==> src/hw/register_map_pkg.sv <==
// Control register map

package register_map_pkg;

    // Fixed identification byte returned for the chip ID opcode
    localparam logic [7:0] chip_id_value = 8'h81;

    // Host scratch bank
    localparam int scratch_depth       = 4;
    localparam int scratch_index_width = $clog2(scratch_depth);  // 2 bits for 4 bytes

endpackage

==> src/hw/spi_protocol_pkg.sv <==
// SPI command protocol definitions

package spi_protocol_pkg;

    // Byte framing on the SPI link
    localparam int byte_width      = 8;
    localparam int bit_index_width = $clog2(byte_width);  // Bit counter within a byte

    // Pin synchroniser depth
    localparam int sync_stages = 2;

    // Operand index within one transaction
    localparam int operand_count_width = 8;
    localparam logic [operand_count_width-1:0] operand_count_max = '1;  // Saturates here

    // Host opcodes, first byte of every transaction
    typedef enum logic [byte_width-1:0] {
        opcode_scratch_write = 8'h20,
        opcode_scratch_read  = 8'h21,
        opcode_scratch_clear = 8'h22,
        opcode_chip_id       = 8'hDB
    } opcode_t;

    // Peripheral framing FSM
    typedef enum logic [1:0] {
        state_idle,     // Select high, nothing in flight
        state_opcode,   // Receiving first byte
        state_operand   // Receiving operand bytes
    } peripheral_state_t;

endpackage

==> src/hw/command_bus_if.sv <==
// Decoded SPI command bus
`timescale 1ns/1ps

interface command_bus_if import spi_protocol_pkg::*; ();

    logic [byte_width-1:0]          opcode;         // Held until next transaction
    logic                           opcode_valid;   // One clock per transaction
    logic [byte_width-1:0]          operand;
    logic                           operand_valid;  // One clock per operand byte
    logic [operand_count_width-1:0] operand_count;  // 0 for first operand

    // Driven by the SPI peripheral
    modport publisher (
        output opcode,
        output opcode_valid,
        output operand,
        output operand_valid,
        output operand_count
    );

    // Read by every responder
    modport listener (
        input opcode,
        input opcode_valid,
        input operand,
        input operand_valid,
        input operand_count
    );

endinterface

==> src/hw/control_top.sv <==
// Display control plane top
`timescale 1ns/1ps

module control_top
    import spi_protocol_pkg::*;
    import register_map_pkg::*;
(
    input  logic clock,
    input  logic reset,
    input  logic spi_select,
    input  logic spi_clock,
    input  logic spi_data_in,
    output logic spi_data_out
);

    logic [byte_width-1:0] chip_id_response;
    logic                  chip_id_response_valid;
    logic [byte_width-1:0] scratch_response;
    logic                  scratch_response_valid;
    logic [byte_width-1:0] response;
    logic                  response_valid;

    command_bus_if bus ();

    // Idle responders drive zero, so OR merges them
    assign response       = chip_id_response | scratch_response;
    assign response_valid = chip_id_response_valid | scratch_response_valid;

    spi_peripheral spi_peripheral (
        .clock          (clock),
        .reset          (reset),
        .spi_select     (spi_select),
        .spi_clock      (spi_clock),
        .spi_data_in    (spi_data_in),
        .spi_data_out   (spi_data_out),
        .response       (response),
        .response_valid (response_valid),
        .bus            (bus.publisher)
    );

    spi_register #(
        .register_opcode (opcode_chip_id),
        .register_value  (chip_id_value)
    ) chip_id (
        .clock          (clock),
        .reset          (reset),
        .bus            (bus.listener),
        .response       (chip_id_response),
        .response_valid (chip_id_response_valid)
    );

    scratch_registers scratch_registers (
        .clock          (clock),
        .reset          (reset),
        .bus            (bus.listener),
        .response       (scratch_response),
        .response_valid (scratch_response_valid)
    );

endmodule

==> src/hw/scratch_registers.sv <==
// Host scratch register bank
`timescale 1ns/1ps

module scratch_registers
    import spi_protocol_pkg::*;
    import register_map_pkg::*;
(
    input  logic                  clock,
    input  logic                  reset,
    command_bus_if.listener       bus,
    output logic [byte_width-1:0] response,
    output logic                  response_valid
);

    logic [byte_width-1:0]          bank [scratch_depth];
    logic [scratch_index_width-1:0] operand_index;
    logic [scratch_index_width-1:0] next_index;

    // Low bits give the index modulo bank depth
    assign operand_index = bus.operand_count[scratch_index_width-1:0];
    assign next_index    = operand_index + scratch_index_width'(1);  // Wraps at the top

    always_ff @(posedge clock) begin
        if (reset) begin
            for (int i = 0; i < scratch_depth; i++) begin
                bank[i] <= '0;
            end
            response       <= '0;
            response_valid <= 1'b0;
        end else if (bus.opcode_valid) begin
            if (bus.opcode == opcode_scratch_clear) begin
                for (int i = 0; i < scratch_depth; i++) begin
                    bank[i] <= '0;
                end
            end

            // A read starts at byte 0 and stays valid for the whole transaction
            if (bus.opcode == opcode_scratch_read) begin
                response       <= bank[0];
                response_valid <= 1'b1;
            end else begin
                response       <= '0;
                response_valid <= 1'b0;
            end
        end else if (bus.operand_valid) begin
            if (bus.opcode == opcode_scratch_write) begin
                bank[operand_index] <= bus.operand;
            end
            if (bus.opcode == opcode_scratch_read) begin
                response <= bank[next_index];  // Byte for the next SPI slot
            end
        end
    end

endmodule

==> src/hw/spi_peripheral.sv <==
// SPI command peripheral
`timescale 1ns/1ps

module spi_peripheral import spi_protocol_pkg::*; (
    input  logic                  clock,
    input  logic                  reset,
    input  logic                  spi_select,
    input  logic                  spi_clock,
    input  logic                  spi_data_in,
    output logic                  spi_data_out,
    input  logic [byte_width-1:0] response,
    input  logic                  response_valid,
    command_bus_if.publisher      bus
);

    logic [sync_stages-1:0] select_sync;
    logic [sync_stages-1:0] clock_sync;
    logic [sync_stages-1:0] data_sync;
    logic                   clock_last;  // Delayed synchronised SPI clock

    logic select_active;
    logic clock_rise;
    logic clock_fall;
    logic sampled_bit;
    logic byte_done;

    peripheral_state_t              state;
    logic [bit_index_width-1:0]     bit_count;
    logic [byte_width-2:0]          rx_shift;  // Bits gathered so far
    logic [byte_width-1:0]          rx_byte;
    logic [byte_width-1:0]          tx_shift;
    logic                           load_pending;
    logic [operand_count_width-1:0] operand_next;

    assign select_active = ~select_sync[sync_stages-1];  // Active low
    assign clock_rise    = clock_sync[sync_stages-1] & ~clock_last;
    assign clock_fall    = ~clock_sync[sync_stages-1] & clock_last;
    assign sampled_bit   = data_sync[sync_stages-1];
    assign rx_byte       = {rx_shift, sampled_bit};
    assign spi_data_out  = tx_shift[byte_width-1];  // MSB first

    // Eighth rising edge of the current byte
    assign byte_done = select_active && clock_rise &&
                       (bit_count == bit_index_width'(byte_width - 1));

    // Control pin synchronisers
    always_ff @(posedge clock) begin
        if (reset) begin
            select_sync <= '1;
            clock_sync  <= '0;
            clock_last  <= 1'b0;
        end else begin
            select_sync <= {select_sync[sync_stages-2:0], spi_select};
            clock_sync  <= {clock_sync[sync_stages-2:0], spi_clock};
            clock_last  <= clock_sync[sync_stages-1];
        end
    end

    // Receive data path
    always_ff @(posedge clock) begin
        data_sync <= {data_sync[sync_stages-2:0], spi_data_in};
        if (clock_rise) begin
            rx_shift <= rx_byte[byte_width-2:0];
        end
        if (byte_done && state == state_opcode) begin
            bus.opcode <= rx_byte;
        end
        if (byte_done && state == state_operand) begin
            bus.operand <= rx_byte;
        end
    end

    always_ff @(posedge clock) begin
        if (reset) begin
            state             <= state_idle;
            bit_count         <= '0;
            operand_next      <= '0;
            bus.opcode_valid  <= 1'b0;
            bus.operand_valid <= 1'b0;
            bus.operand_count <= '0;
            load_pending      <= 1'b0;
            tx_shift          <= '0;
        end else begin
            bus.opcode_valid  <= 1'b0;
            bus.operand_valid <= 1'b0;
            load_pending      <= bus.opcode_valid | bus.operand_valid;  // Responders answer next

            if (!select_active) begin
                // Released select ends the transaction
                state             <= state_idle;
                bit_count         <= '0;
                operand_next      <= '0;
                bus.operand_count <= '0;
                tx_shift          <= '0;  // First byte of next transaction returns zero
            end else begin
                case (state)
                    state_idle: begin
                        state <= state_opcode;
                    end
                    state_opcode: begin
                        if (byte_done) begin
                            bus.opcode_valid <= 1'b1;
                            state            <= state_operand;
                        end
                    end
                    state_operand: begin
                        if (byte_done) begin
                            bus.operand_valid <= 1'b1;
                            bus.operand_count <= operand_next;
                            if (operand_next != operand_count_max) begin
                                operand_next <= operand_next + 1'b1;
                            end
                        end
                    end
                    default: begin
                        state <= state_idle;
                    end
                endcase

                if (clock_rise && state != state_idle) begin
                    bit_count <= bit_count + 1'b1;  // Wraps after the eighth bit
                end

                // Reload wins over the shift and the fall after the last bit is skipped
                if (load_pending) begin
                    tx_shift <= response_valid ? response : '0;
                end else if (clock_fall && bit_count != '0) begin
                    tx_shift <= {tx_shift[byte_width-2:0], 1'b0};
                end
            end
        end
    end

endmodule

==> src/hw/spi_register.sv <==
// Read-only SPI register
`timescale 1ns/1ps

module spi_register import spi_protocol_pkg::*; #(
    parameter opcode_t               register_opcode = opcode_chip_id,
    parameter logic [byte_width-1:0] register_value  = '0
) (
    input  logic                  clock,
    input  logic                  reset,
    command_bus_if.listener       bus,
    output logic [byte_width-1:0] response,
    output logic                  response_valid
);

    // Answer only our opcode, stay silent for the rest
    always_ff @(posedge clock) begin
        if (reset) begin
            response       <= '0;
            response_valid <= 1'b0;
        end else if (bus.opcode_valid) begin
            if (bus.opcode == register_opcode) begin
                response       <= register_value;
                response_valid <= 1'b1;
            end else begin
                response       <= '0;
                response_valid <= 1'b0;
            end
        end
    end

endmodule

==> config.mk <==
export PLATFORM = sky130hd
export DESIGN_NAME = control_top
export DESIGN_NICKNAME = d
export VERILOG_FILES = /design/src/hw/register_map_pkg.sv /design/src/hw/spi_protocol_pkg.sv /design/src/hw/command_bus_if.sv /design/src/hw/control_top.sv /design/src/hw/scratch_registers.sv /design/src/hw/spi_peripheral.sv /design/src/hw/spi_register.sv
export SDC_FILE = /design/constraint.sdc
export NUM_CORES = 1
export LEC_CHECK = 0
export BUFFER_PORTS_ARGS = -buffer_cell sky130_fd_sc_hd__buf_2
export CAP_MARGIN = 20
export CORE_MARGIN = 1
export CORE_UTILIZATION = 60
export CTS_CLUSTER_DIAMETER = 150
export CTS_CLUSTER_SIZE = 25
export DETAILED_ROUTE_END_ITERATION = 10
export GPL_TIMING_DRIVEN = 0
export PLACE_DENSITY_LB_ADDON = 0.1
export SKIP_CTS_REPAIR_TIMING = 1
export SYNTH_ARGS = -nofsm -noshare
export SYNTH_HDL_FRONTEND = slang
export SYNTH_SLANG_ARGS = --single-unit
==> constraint.sdc <==
create_clock -name clock -period 5.9 [get_ports clock]
set_input_delay 0.59 -clock clock [delete_from_list [all_inputs] [get_ports clock]]
set_output_delay 0.59 -clock clock [all_outputs]
set_load 0.05 [all_outputs]
==> impl_metrics.toml <==
[place]
port_buffers = 5
dp.cells = 396
gp_congestion = 0.775
dpl.hpwl_um = 5030

[layout]
layout.cells.non_filler = 412
layout_common_cells = "edfxtp_1, dfxtp_1, nor2_1"
drive_gt1_frac = 0.149
syn_to_final_growth_pct = 7.23
diodes = 0
final_nets = 343
layout_commonest_cell = "edfxtp_1"

[synthesis]
synth_nets = 327
synth_ff_type = "edfxtp_1"
syn_inst = 314
ys_seq_area_frac = 0.620
syn_area_per_cell_sq_um = 12.9
synth_edf_count = 55
synth_cell_type_count = 53
yosysWarnings = 0
ys_ff_latch = 98
synthArstFlopShare = 0
synth_area_sq_um = 4050

[min_path]
hold_depth = 1
hp-start = "spi_data_in"
hp-class = "input pin to register"
hold_end = "spi_peripheral.data_sync[0]"

[die]
num_io_pins = 6
die_area_sq_um = 7080
coreArea_sq_um = 6420
die_w_um = 84.2
start_util = 0.631
fp-row-count = 29
die_y_um = 84.2

[critical_path]
path_max_fanout = 9
end_kind = "register"
r2r_start = "spi_peripheral.bus.operand_count[0]"
r2r_slack_ns = 2.98
worstSetupPathType = "register to register"
timing.rr.end = "scratch_registers.response[6]"
cp.arrival_ns = 3.14
start_kind = "register"
reg2regPathDepth = 7
cp.required_ns = 6.13

[cts]
cts_root_buf = "clkbuf_8"
clk_pin_slew_ns = 0.09
cts_tree = "done"
cts.sink_count = 98
cts-buffers-inserted = 9
worstSkewPairLatency_ns = 0.36
cts-htree-levels = 3
clk_path_buf_depth = 2

[sta]
clock_skew_ns = 0.0104
timing.final.hold_violations = 0
fmax_mhz = 343
worst_pin_slew_ns = 0.741
min_period_ns = 2.92
finalSetupTns_ns = 0
min_period_over_period = 0.494
slew-limit-headroom = 0.506
slew_viol_final = 0
grt_setup_unrepaired = "no"
setup_viol = 0

[power]
p_leak_nw = 1.60
p_per_area_nw_per_um2 = 265
swShare = 0.211
clkPwrFrac = 0.340
p_comb_frac = 0.020
p_seq_frac = 0.640
switchingPower_w = 0.000244
ir_drop_mv = 0.187
internal-power_w = 0.000908

[global_route]
grt_first_pass_wirelength_um = 12400
grt_start_max_net_pins = 17
grt_pass1_vias = 2591
track_usage = 0.234
antenna_found_initial = 0
grt_overflow = 0

[detailed_routing]
antenna_left = 0
drc = 0
drt_wl_total_um = 7430
drtIter0Drc = 190
wl_per_cell_um = 18.0
dr_total_vias = 2502
firstDrtPassIters = 4
viasPerCell = 6.07

[outcome]
status = "finished, final reports clean"

[run]
drv_cap = 0
==> registers in the layout (all words and copies together), names as in the netlist, 2 cells and up <==
signal / cells
spi_peripheral.data_sync: 2
spi_peripheral.state: 2
spi_peripheral.bus.operand_count: 2
spi_peripheral.clock_sync: 2
spi_peripheral.rx_shift: 7
spi_peripheral.select_sync: 2
spi_peripheral.bus.operand: 8
spi_peripheral.operand_next: 8
scratch_registers.response: 8
spi_peripheral.tx_shift: 8
spi_peripheral.bus.opcode: 8
spi_peripheral.bit_count: 3
scratch_registers.bank: 32
==> power by group through the flow <==
stage / Clock [W] / Combinational, W / Sequential, W
2_1_floorplan: 0 / 0.0000159 / 0.000751
3_3_place_gp: 0 / 0.0000225 / 0.000753
3_5_place_dp: 0 / 0.0000228 / 0.000754
4_1_cts: 0.000398 / 0.0000229 / 0.000738
5_1_grt: 0.000426 / 0.0000243 / 0.000740
6_report: 0.000392 / 0.0000225 / 0.000738
==> stage by stage <==
step	power (W)	utilization	hold WS (ns)	worst slack (ns)	instance area, sq um
global route	0.00119	0.676	0.309	2.78	4340
floorplan	0.000767	-	0.310	3.49	4050
CTS	0.00116	0.676	0.318	2.98	4340
finish	0.00115	0.676	0.332	2.98	4340
detailed placement	0.000776	0.650	0.314	3.01	4170
global placement	0.000775	0.650	0.311	2.99	4170
==> Yosys cell counts (5+ instances only) <==
master	number	area, sq um
dfxtp_1	43	861
edfxtp_1	55	1650
clkbuf_1	10	37.5
nand2b_1	7	43.8
ha_1	8	100
a211oi_1	8	60.1
mux4_2	8	180
nor2_1	33	124
inv_1	12	45.0
a21oi_1	12	60.1
a22oi_1	8	60.1
a311oi_1	5	43.8
and3_1	32	200
nand3_1	8	40.0
==> critical path: stages (launching register included) <==
cell	delay, ns
dfxtp_1	0.38
clkbuf_1	0.59
inv_1	0.20
ha_1	0.33
clkbuf_1	0.44
mux4_2	0.57
a22oi_1	0.18
a211oi_2	0.10
==> metal layers <==
layer / global-route usage / up-vias / wire length [um]
li1: - / 1214 / -
met1: 0.311 / 1221 / 3420
met2: 0.372 / 53 / 3500
met3: 0.0521 / 14 / 341
met4: 0.111 / 0 / 171
met5: 0 / - / 0
==> how the worst max path moves through the flow <==
stage	from	slack, ns	endpoint
4_1_cts	spi_peripheral.bus.operand_count[0]	2.98	scratch_registers.response[6]
3_5_place_dp	spi_peripheral.bus.operand_count[0]	3.01	scratch_registers.response[6]
6_report	spi_peripheral.bus.operand_count[0]	2.98	scratch_registers.response[6]
2_1_floorplan	spi_peripheral.bus.operand_count[0]	3.49	scratch_registers.response[6]
3_3_place_gp	spi_peripheral.bus.operand_count[0]	2.99	scratch_registers.response[6]
5_1_grt	spi_peripheral.bus.operand_count[0]	2.78	scratch_registers.response[6]
==> kinds of logic (layout without fill, tap and decap cells) <==
family,Yosys count,in the layout,share of synthesized area
AOI/OAI and AO/OA,53,53,0.102
xor gates and xnor gates,3,3,0.00649
adders and majority gates,8,8,0.0247
buffers and inverters,27,48,0.0287
DFF,98,98,0.620
muxes,12,12,0.0544
and+or+nand+nor,113,113,0.163
==> layout make-up <==
cell class,count,area [sq um]
flip-flops and latches,98,2510
fillers,472,2080
multi-input cells,189,1420
clock buffers,12,145
well taps,77,96.3
plain buffers,15,71.3
inverters,12,45.0
clock inverters,4,26.3
repair buffers,5,25.0
(Power assumes the default switching activity.)
